`src/hw/ycc2rgb_pkg.sv`:
```
////////////////////////////////////////////////////////////////////////////
// ycc2rgb shared definitions
// pixel and arithmetic widths, default BT.601 coefficients in 1/256 units
// and the sum word that the adders and the clamp read in two ways
////////////////////////////////////////////////////////////////////////////

package ycc2rgb_pkg;

	// pixel component width
	localparam int PIX_W	= 8;
	// signed width of table terms and sums
	// sign + over bit + pixel field, wide enough that no sum wraps
	localparam int CALC_W	= 10;
	// coefficient width, 1/256 units
	localparam int COEF_W	= 10;

	// default coefficients, BT.601 full range
	// R = Y + 1.402 V'
	localparam logic [COEF_W-1:0] COEF_RV_DEF	= 10'd359;
	// G = Y - 0.344 U' - 0.714 V'
	localparam logic [COEF_W-1:0] COEF_GU_DEF	= 10'd88;
	localparam logic [COEF_W-1:0] COEF_GV_DEF	= 10'd183;
	// B = Y + 1.772 U'
	localparam logic [COEF_W-1:0] COEF_BU_DEF	= 10'd454;

	////////////////////////////////////////////////////////////////////////
	// sum word
	// num : two's complement value for the adder stages
	// fld : sign, over and pixel field for the output clamp
	//       over is set for values of 256 and up when sgn is clear
	////////////////////////////////////////////////////////////////////////
	typedef union packed
	{
		logic signed [CALC_W-1:0]	num;
		struct packed
		{
			logic				sgn;
			logic				over;
			logic [PIX_W-1:0]	pix;
		} fld;
	} calc_word_t;

endpackage

```
`src/hw/pixel_delay.sv`:
```
////////////////////////////////////////////////////////////////////////////
// bypass pixel delay
// four-deep shift register of the raw YCbCr pixel, lines the bypass
// path up with the matrix sums
////////////////////////////////////////////////////////////////////////////

`timescale 1ns/1ps

module pixel_delay
(
	input	logic							i_arst,
	input	logic							i_pclk,
	input	logic [ycc2rgb_pkg::PIX_W-1:0]	i_y,
	input	logic [ycc2rgb_pkg::PIX_W-1:0]	i_u,
	input	logic [ycc2rgb_pkg::PIX_W-1:0]	i_v,
	output	logic [ycc2rgb_pkg::PIX_W-1:0]	o_y,
	output	logic [ycc2rgb_pkg::PIX_W-1:0]	o_u,
	output	logic [ycc2rgb_pkg::PIX_W-1:0]	o_v
);

	// same depth as input reg to final sums
	localparam int DEPTH	= 4;
	localparam int WORD_W	= 3 * ycc2rgb_pkg::PIX_W;

	logic [WORD_W-1:0] r_pix [DEPTH];

	// always shifts, no enable
	always_ff @(posedge i_pclk or posedge i_arst)
	begin
		if (i_arst)
		begin
			for (int i = 0; i < DEPTH; i++)
				r_pix[i] <= '0;
		end
		else
		begin
			r_pix[0] <= {i_v, i_u, i_y};
			for (int i = 1; i < DEPTH; i++)
				r_pix[i] <= r_pix[i-1];
		end
	end

	assign {o_v, o_u, o_y} = r_pix[DEPTH-1];

endmodule

```
`config.mk`:
```
export PLATFORM = sky130hd
export DESIGN_NAME = pixel_delay
export DESIGN_NICKNAME = d
export VERILOG_FILES = /design/src/hw/ycc2rgb_pkg.sv /design/src/hw/pixel_delay.sv
export SDC_FILE = /design/constraint.sdc
export NUM_CORES = 1
export LEC_CHECK = 0
export BUFFER_PORTS_ARGS = -buffer_cell sky130_fd_sc_hd__buf_2
export CAP_MARGIN = 20
export CORE_ASPECT_RATIO = 0.6
export CORE_MARGIN = 1.5
export CORE_UTILIZATION = 50
export CTS_CLUSTER_DIAMETER = 30
export DETAILED_ROUTE_END_ITERATION = 8
export GPL_TIMING_DRIVEN = 0
export HOLD_SLACK_MARGIN = 0.12
export PLACE_DENSITY = 0.73
export SYNTH_ARGS = -nofsm -noshare
export SYNTH_HDL_FRONTEND = slang
export SYNTH_SLANG_ARGS = --single-unit
```
`constraint.sdc`:
```
create_clock -name i_pclk -period 4.39 [get_ports i_pclk]
set_clock_uncertainty 0.1 [all_clocks]
set_input_delay 0.878 -clock i_pclk [delete_from_list [all_inputs] [get_ports i_pclk]]
set_output_delay 0.878 -clock i_pclk [all_outputs]
set_load 0.05 [all_outputs]
```
==> reports/metrics.csv <==
metric,value,unit
final_cell_count_no_fill,252,
status,finished clean,
grt_max_degree,50,
fp.dieW,95.9,um
finalSetupViolations,0,
antenna_found_initial,0,
critPathSlowestCell,dfrtp_1,
start_kind,flip-flop,
place.gp.congestion,0.606,
slew_violations,0,
core,0.00503,mm2
drv_cap,0,
vias_per_cell,4.08,
nNetsFinal,208,
yosysTopAreaCell,dfrtp_1,
ys_top_cells_by_count,"96 x dfrtp_1, 24 x buf_4, 1 x inv_1",
post_cts_buffers,0,
relSlewSlack,0.619,
total_leakage_power,1.52,nW
avgSynthCellArea,21.4,um2
io_buffer_count,49,
antenna_cells,0,
netlist_instances,121,
timing.fmax,495,MHz
hold_violations,0,
tightest_slew,571,ps
cts-root-to-sink-buffers,2,
required,3410,ps
critical-path-max-stage-delay,370,ps
cts_made_buffers,9,
start_util,0.514,
hold_ws,244,ps
track_usage,0.125,
clk_latency,340,ps
dieHeight,58.7,um
rows,20,
multiInputGateArea,0,um2
numClockSinks,96,
setup_slack,2370,ps
setup_tns,0,ps
grt_overflow_total,0,
p_int,1.18,mW
yosysWarnings,0,
wire_per_inst,11.2,um
drc_errors,0,
first_pass_iters,2,
p_sw_frac,0.226,
syn2layout_area_growth,20.2,%
hpwl,1820,um
end_kind,output pin,
worstPathCellList,buf_4 -> buf_2,
ys_seq_area_frac,0.929,
worst-path-max-fanout,1,
synthFlopType,dfrtp_1,
final_area,0.00311,mm2
clk_pin_slew,80,ps
ir_drop,0.270,mV
pre_cts_slack,2640,ps
netSwitchingPower,0.344,mW
synthDistinctLibCells,3,
multi_input_cells,0,
drt_iter0_drc,10,
p_comb_frac,0.063,
yosysTopAreaCellShare,0.929,
hold_buffers,0,
arrival,1040,ps
async_flop_share,1.00,
clkPwrFrac,0.319,
htreeDepth,3,
finalCritPeriodShare,0.460,
ant_nets,0,
grt_pass1_vias,1082,
rsz0062_at_grt,no,
r2r_setup_slack,3790,ps
hold_path_class,reg2reg,
clockRootBuffer,clkbuf_8,
final_util,0.618,
power_density,489,mW/mm2
yosys.cell_count.top_type,dfrtp_1,
layout-drive-gt1-share,0.478,
dieArea,0.00563,mm2
ys_seq_elements,96,
cts_resized,0,
syn_area,0.00259,mm2
synth_area_leaders,"dfrtp_1 93%, buf_4 7.0%, inv_1 0.15%",
vias,1027,
grt_pass1_wl,4650,um
wl,2810,um
cts_tree,built,
synthesis.nets,147,
io_pins,50,
worst-setup-path-type,reg2out,
period_minus_slack,2020,ps
synth_edf_count,0,
place_inst,237,
p_total,1.52,mW
postPlaceCellArea,0.00294,mm2
power_frac_seq,0.617,
-- cells in the final DEF, fill, tap and decap left out, drive strengths merged --
| master | n |
|---|---|
| clkbuf | 11 |
| clkinv | 1 |
| clkinvlp | 3 |
| dfrtp | 96 |
| inv | 1 |
| buf | 74 |
-- power groups by stage --
stage	Sequential [mW]	Combinational (mW)	Clock, mW
after floorplan	0.953	0.0716	0
after global placement	0.955	0.0941	0
final	0.939	0.0962	0.486
after detailed placement	0.958	0.0986	0
after global routing	0.945	0.105	0.543
after CTS	0.941	0.0986	0.508
-- final timing paths --
path	depth (start not counted)	from	end
setup reg to reg	0	r_pix[45]$_DFF_PP0_	o_v[5]$_DFF_PP0_
hold / removal	0	r_pix[74]$_DFF_PP0_	r_pix[50]$_DFF_PP0_
max in group asynchronous	3	i_arst	r_pix[75]$_DFF_PP0_
setup / recovery	2	o_y[3]$_DFF_PP0_	o_y[3]
min in group asynchronous	2	i_arst	r_pix[73]$_DFF_PP0_
hold reg to reg	0	r_pix[74]$_DFF_PP0_	r_pix[50]$_DFF_PP0_
-- logic make-up (layout without fill, tap and decap cells) --
| group | Yosys count | in the layout | synth area share |
|---|---|---|---|
| flops | 96 | 96 | 0.929 |
| buf+inv | 25 | 90 | 0.0711 |
-- critical path: cells and delay by family (launching register included) --
family | cells | cell delay, ps
flip-flops | 1 | 370
buffers and inverters | 2 | 320
-- cell type report --
class | count | area, um2
flip-flops and latches | 96 | 2400
fillers | 385 | 1920
repair buffers | 50 | 265
plain buffers | 24 | 180
clock buffers | 11 | 141
well taps | 66 | 82.6
clock inverters | 4 | 31.3
inverters | 1 | 6.26
-- sequential cells by signal, summed over array words and instances (netlist names) --
name   cells
o_u        8
r_pix     72
o_y        8
o_v        8
-- metal layers --
| layer | wire length [um] | up-vias | GRT usage |
|---|---|---|---|
| met2 | 1510 | 33 | 0.212 |
| li1 | - | 466 | - |
| met4 | 56 | 0 | 0.0756 |
| met5 | 0 | - | 0 |
| met3 | 202 | 9 | 0.0698 |
| met1 | 1040 | 519 | 0.117 |
Power figures use the tool's default switching activity.
