<file path="config.mk">
export PLATFORM = sky130hd
export DESIGN_NAME = ycc2rgb_clamp
export DESIGN_NICKNAME = d
export VERILOG_FILES = /design/src/hw/ycc2rgb_pkg.sv /design/src/hw/ycc2rgb_clamp.sv
export SDC_FILE = /design/constraint.sdc
export NUM_CORES = 1
export LEC_CHECK = 0
export ABC_AREA = 1
export BUFFER_PORTS_ARGS = -buffer_cell sky130_fd_sc_hd__buf_2
export CORE_MARGIN = 2
export CORE_UTILIZATION = 43
export DETAILED_ROUTE_END_ITERATION = 6
export GPL_TIMING_DRIVEN = 0
export PLACE_DENSITY = 0.87
export SYNTH_ARGS = -nofsm -noshare
export SYNTH_HDL_FRONTEND = slang
export SYNTH_SLANG_ARGS = --single-unit
</file>
<file path="constraint.sdc">
create_clock -name i_pclk -period 1.01 [get_ports i_pclk]
set_input_delay 0.0505 -clock i_pclk [delete_from_list [all_inputs] [get_ports i_pclk]]
set_output_delay 0.0505 -clock i_pclk [all_outputs]
set_load 0.01 [all_outputs]
</file>
<file path="src/hw/ycc2rgb_pkg.sv">
////////////////////////////////////////////////////////////////////////////
// ycc2rgb shared definitions
// pixel and arithmetic widths, default BT.601 coefficients in 1/256 units
// and the sum word that the adders and the clamp read in two ways
////////////////////////////////////////////////////////////////////////////

package ycc2rgb_pkg;

	// pixel component width
	localparam int PIX_W	= 8;
	// signed width of table terms and sums
	// sign + over bit + pixel field, wide enough that no sum wraps
	localparam int CALC_W	= 10;
	// coefficient width, 1/256 units
	localparam int COEF_W	= 10;

	// default coefficients, BT.601 full range
	// R = Y + 1.402 V'
	localparam logic [COEF_W-1:0] COEF_RV_DEF	= 10'd359;
	// G = Y - 0.344 U' - 0.714 V'
	localparam logic [COEF_W-1:0] COEF_GU_DEF	= 10'd88;
	localparam logic [COEF_W-1:0] COEF_GV_DEF	= 10'd183;
	// B = Y + 1.772 U'
	localparam logic [COEF_W-1:0] COEF_BU_DEF	= 10'd454;

	////////////////////////////////////////////////////////////////////////
	// sum word
	// num : two's complement value for the adder stages
	// fld : sign, over and pixel field for the output clamp
	//       over is set for values of 256 and up when sgn is clear
	////////////////////////////////////////////////////////////////////////
	typedef union packed
	{
		logic signed [CALC_W-1:0]	num;
		struct packed
		{
			logic				sgn;
			logic				over;
			logic [PIX_W-1:0]	pix;
		} fld;
	} calc_word_t;

endpackage

</file>
<file path="src/hw/ycc2rgb_clamp.sv">
////////////////////////////////////////////////////////////////////////////
// ycc2rgb output stage
// clamps the matrix sums to 0..255 or, with the converter disabled,
// registers the delayed input pixel unchanged
////////////////////////////////////////////////////////////////////////////

`timescale 1ns/1ps

module ycc2rgb_clamp
(
	input	logic							i_arst,
	input	logic							i_pclk,
	input	logic							i_en,
	input	logic							i_de,
	input	ycc2rgb_pkg::calc_word_t		i_r_sum,
	input	ycc2rgb_pkg::calc_word_t		i_g_sum,
	input	ycc2rgb_pkg::calc_word_t		i_b_sum,
	input	logic [ycc2rgb_pkg::PIX_W-1:0]	i_byp_y,
	input	logic [ycc2rgb_pkg::PIX_W-1:0]	i_byp_u,
	input	logic [ycc2rgb_pkg::PIX_W-1:0]	i_byp_v,
	output	logic							o_de,
	output	logic [ycc2rgb_pkg::PIX_W-1:0]	o_r,
	output	logic [ycc2rgb_pkg::PIX_W-1:0]	o_g,
	output	logic [ycc2rgb_pkg::PIX_W-1:0]	o_b
);

	// saturate one sum
	// negative -> 0, 256 and up -> 255, else the low byte
	function automatic logic [ycc2rgb_pkg::PIX_W-1:0] clamp_pix
	(
		input ycc2rgb_pkg::calc_word_t w
	);
		if (w.fld.sgn)
			return '0;
		else if (w.fld.over)
			return '1;
		else
			return w.fld.pix;
	endfunction

	always_ff @(posedge i_pclk or posedge i_arst)
	begin
		if (i_arst)
		begin
			o_de	<= 1'b0;
			o_r		<= '0;
			o_g		<= '0;
			o_b		<= '0;
		end
		else
		begin
			o_de	<= i_de;
			if (i_en)
			begin
				o_r	<= clamp_pix(i_r_sum);
				o_g	<= clamp_pix(i_g_sum);
				o_b	<= clamp_pix(i_b_sum);
			end
			else
			begin
				// passthrough, Y on R, Cb on G, Cr on B
				o_r	<= i_byp_y;
				o_g	<= i_byp_u;
				o_b	<= i_byp_v;
			end
		end
	end

endmodule

</file>
==> metrics.txt <==
DR iter-0 viols 20; final hold vios 25; Starting Density 46.1%; cells after synthesis approximately 160; Detail Placement HPWL 2020 microns; Post-Syn Area per Cell 7.44 sq um; clock period minus worst slack 883 ps; syn_nets 213; PortBufs 82; Layout Nets 332; Least-Margin Pin Slew around 900 ps; CTS tree yes; Final period util 87.4%; GR Overflow Total 0; CTS root buf clkbuf_4; DIE WIDTH ~56 microns; footprint of the multi-input gates around 390 sq um; fmax around 1100 MHz; post-synthesis sequential area ratio between 50% and 60%; wire per inst 10.5 microns; ANT nets after route 0; worst-path fanout max 1; final wirelength 3180 microns; CP endpoint kind output port; WP data arrival between 800 and 900 ps; CP top delay family flip-flops; first-pass GRT wire length between 5000 and 6000 microns; status complete, but fails checks; largest net degree at the start of global routing 26; setup total negative slack 0 ps; fill cell count about 180; Buffers & Inverters on Critical Path 1; CTS sink cnt 25; maxcap violations 0; crit path kind reg2out; critical path's slowest cell dfrtp_1; WP data required ~960 ps; Reg area between 600 and 700 sq um; CTS clock-pin slew for the worst setup and hold paths approximately 130 ps; die area a little over 3000 sq um; WHS -82.7 ps; Warnings, synthesis 0; CORE AREA approximately 2500 sq um; mapped cell area 1150 sq um; leading cell types in the layout, fill and taps excluded nand2_1 (96), buf_2 (82), dlygate4sd3_1 (32); placer congestion estimate roughly 0.73; Clock Tree Buf Depth 2; final slew viol count 0; initial antenna violation count 0; Yosys reg bits 25; Vias per Instance about 4.3; unrepaired setup endpoints after global routing false; die height 55.8 microns; TritonRoute pass-1 iters 4; GRT Resource Usage Total between 20% and 30%; layout overhead on the synthesized area 68.9%; cts bufs inserted 3; Area after DPL ~1600 sq um; share of cells above drive strength 1 about 33%; Cell variety after synth 6; vias in the first global route 1307; Boundary Pins 83; slew margin rel. about two fifths; H-tree depth 1; setup violators final 0; # diodes 0; PD cells about 1100 nW/um^2; Hold/Removal Path Class in2async; num rows 18; violated checks negative hold slack; post-route cell area roughly 2000 sq um; slowest stage delay, CP ~390 ps; commonest non-fill, non-tap cell in the layout nand2_1; critical path cell sequence buf_2; Startpoint Class flop; Leakage roughly 0.0012 uW; peak supply drop ~0.00073 V; DRC viols 0; Via Count approximately 1300
state kept, by name, summed over array words and instances (netlist names):
name and cells:
o_b 8, o_de 1, o_g 8, o_r 8
final timing paths:
check	startpoint	slack (ps)	end	cells past startpoint
max in group asynchronous	i_arst	540	o_g[4]	2
min in group i_pclk	i_r_sum[7]	10	o_r[7]	5
hold / removal	i_arst	-80	o_de	2
setup / recovery	o_r[3]	130	o_r[3]	1
synthesized netlist by cell type (all sizes together):
| cell | count | area share (%) |
|---|---|---|
| inv | 29 | 9.7 |
| buf | 2 | 2.0 |
| nor2 | 3 | 2.9 |
| nand2 | 96 | 31 |
| dfrtp | 25 | 54 |
layer usage:
layer	GRT usage, %	vias up	part of all wire [%]
met4	8.01	0	1.4
met2	42.3	60	53
met5	0	-	0
met1	21.1	552	37
met3	5.58	6	8.3
li1	-	672	-
per-stage QoR:
stage / total power [uW] / worst slack (ps) / cells / util, %
3_3_place_gp: 1530 / 125 / 267 / 64.1
5_1_grt: 2170 / 82.9 / 303 / 77.9
3_5_place_dp: 1540 / 104 / 267 / 64.1
6_report: 2050 / 127 / 303 / 77.9
2_1_floorplan: 1320 / 467 / 155 / -
4_1_cts: 2070 / 110 / 302 / 77.5
where the power goes:
group | switching, uW | leakage, uW | internal [uW]
logic | 255 | 0.000899 | 274
registers | 15.5 | 0.000305 | 1080
clock network | 278 | 0.0000150 | 154
cells by family (layout without fill, tap and decap cells):
kind of cell  count (synthesis)  after routing  share of synthesized area [%]
buf+inv                      31            149                           11.6
simple gates                 99             99                           34.2
flops                        25             25                           54.2
area by class of cell:
| cell class | count | area share [%] |
|---|---|---|
| repair buffers | 114 | 37.5 |
| inverters | 29 | 5.72 |
| flip-flops and latches | 25 | 32.1 |
| multi-input cells | 99 | 20.2 |
| clock buffers | 4 | 1.35 |
| well taps | 30 | 1.93 |
| plain buffers | 2 | 1.16 |
timing repair:
item | 4_1_cts | 5_1_grt
gates resized for setup | 0 | 0
hold buffers | 31 | 1
setup buffers | 0 | 0
hold endpoints to repair | 50 | 13
Note: power is estimated with default switching activity, not from simulation.
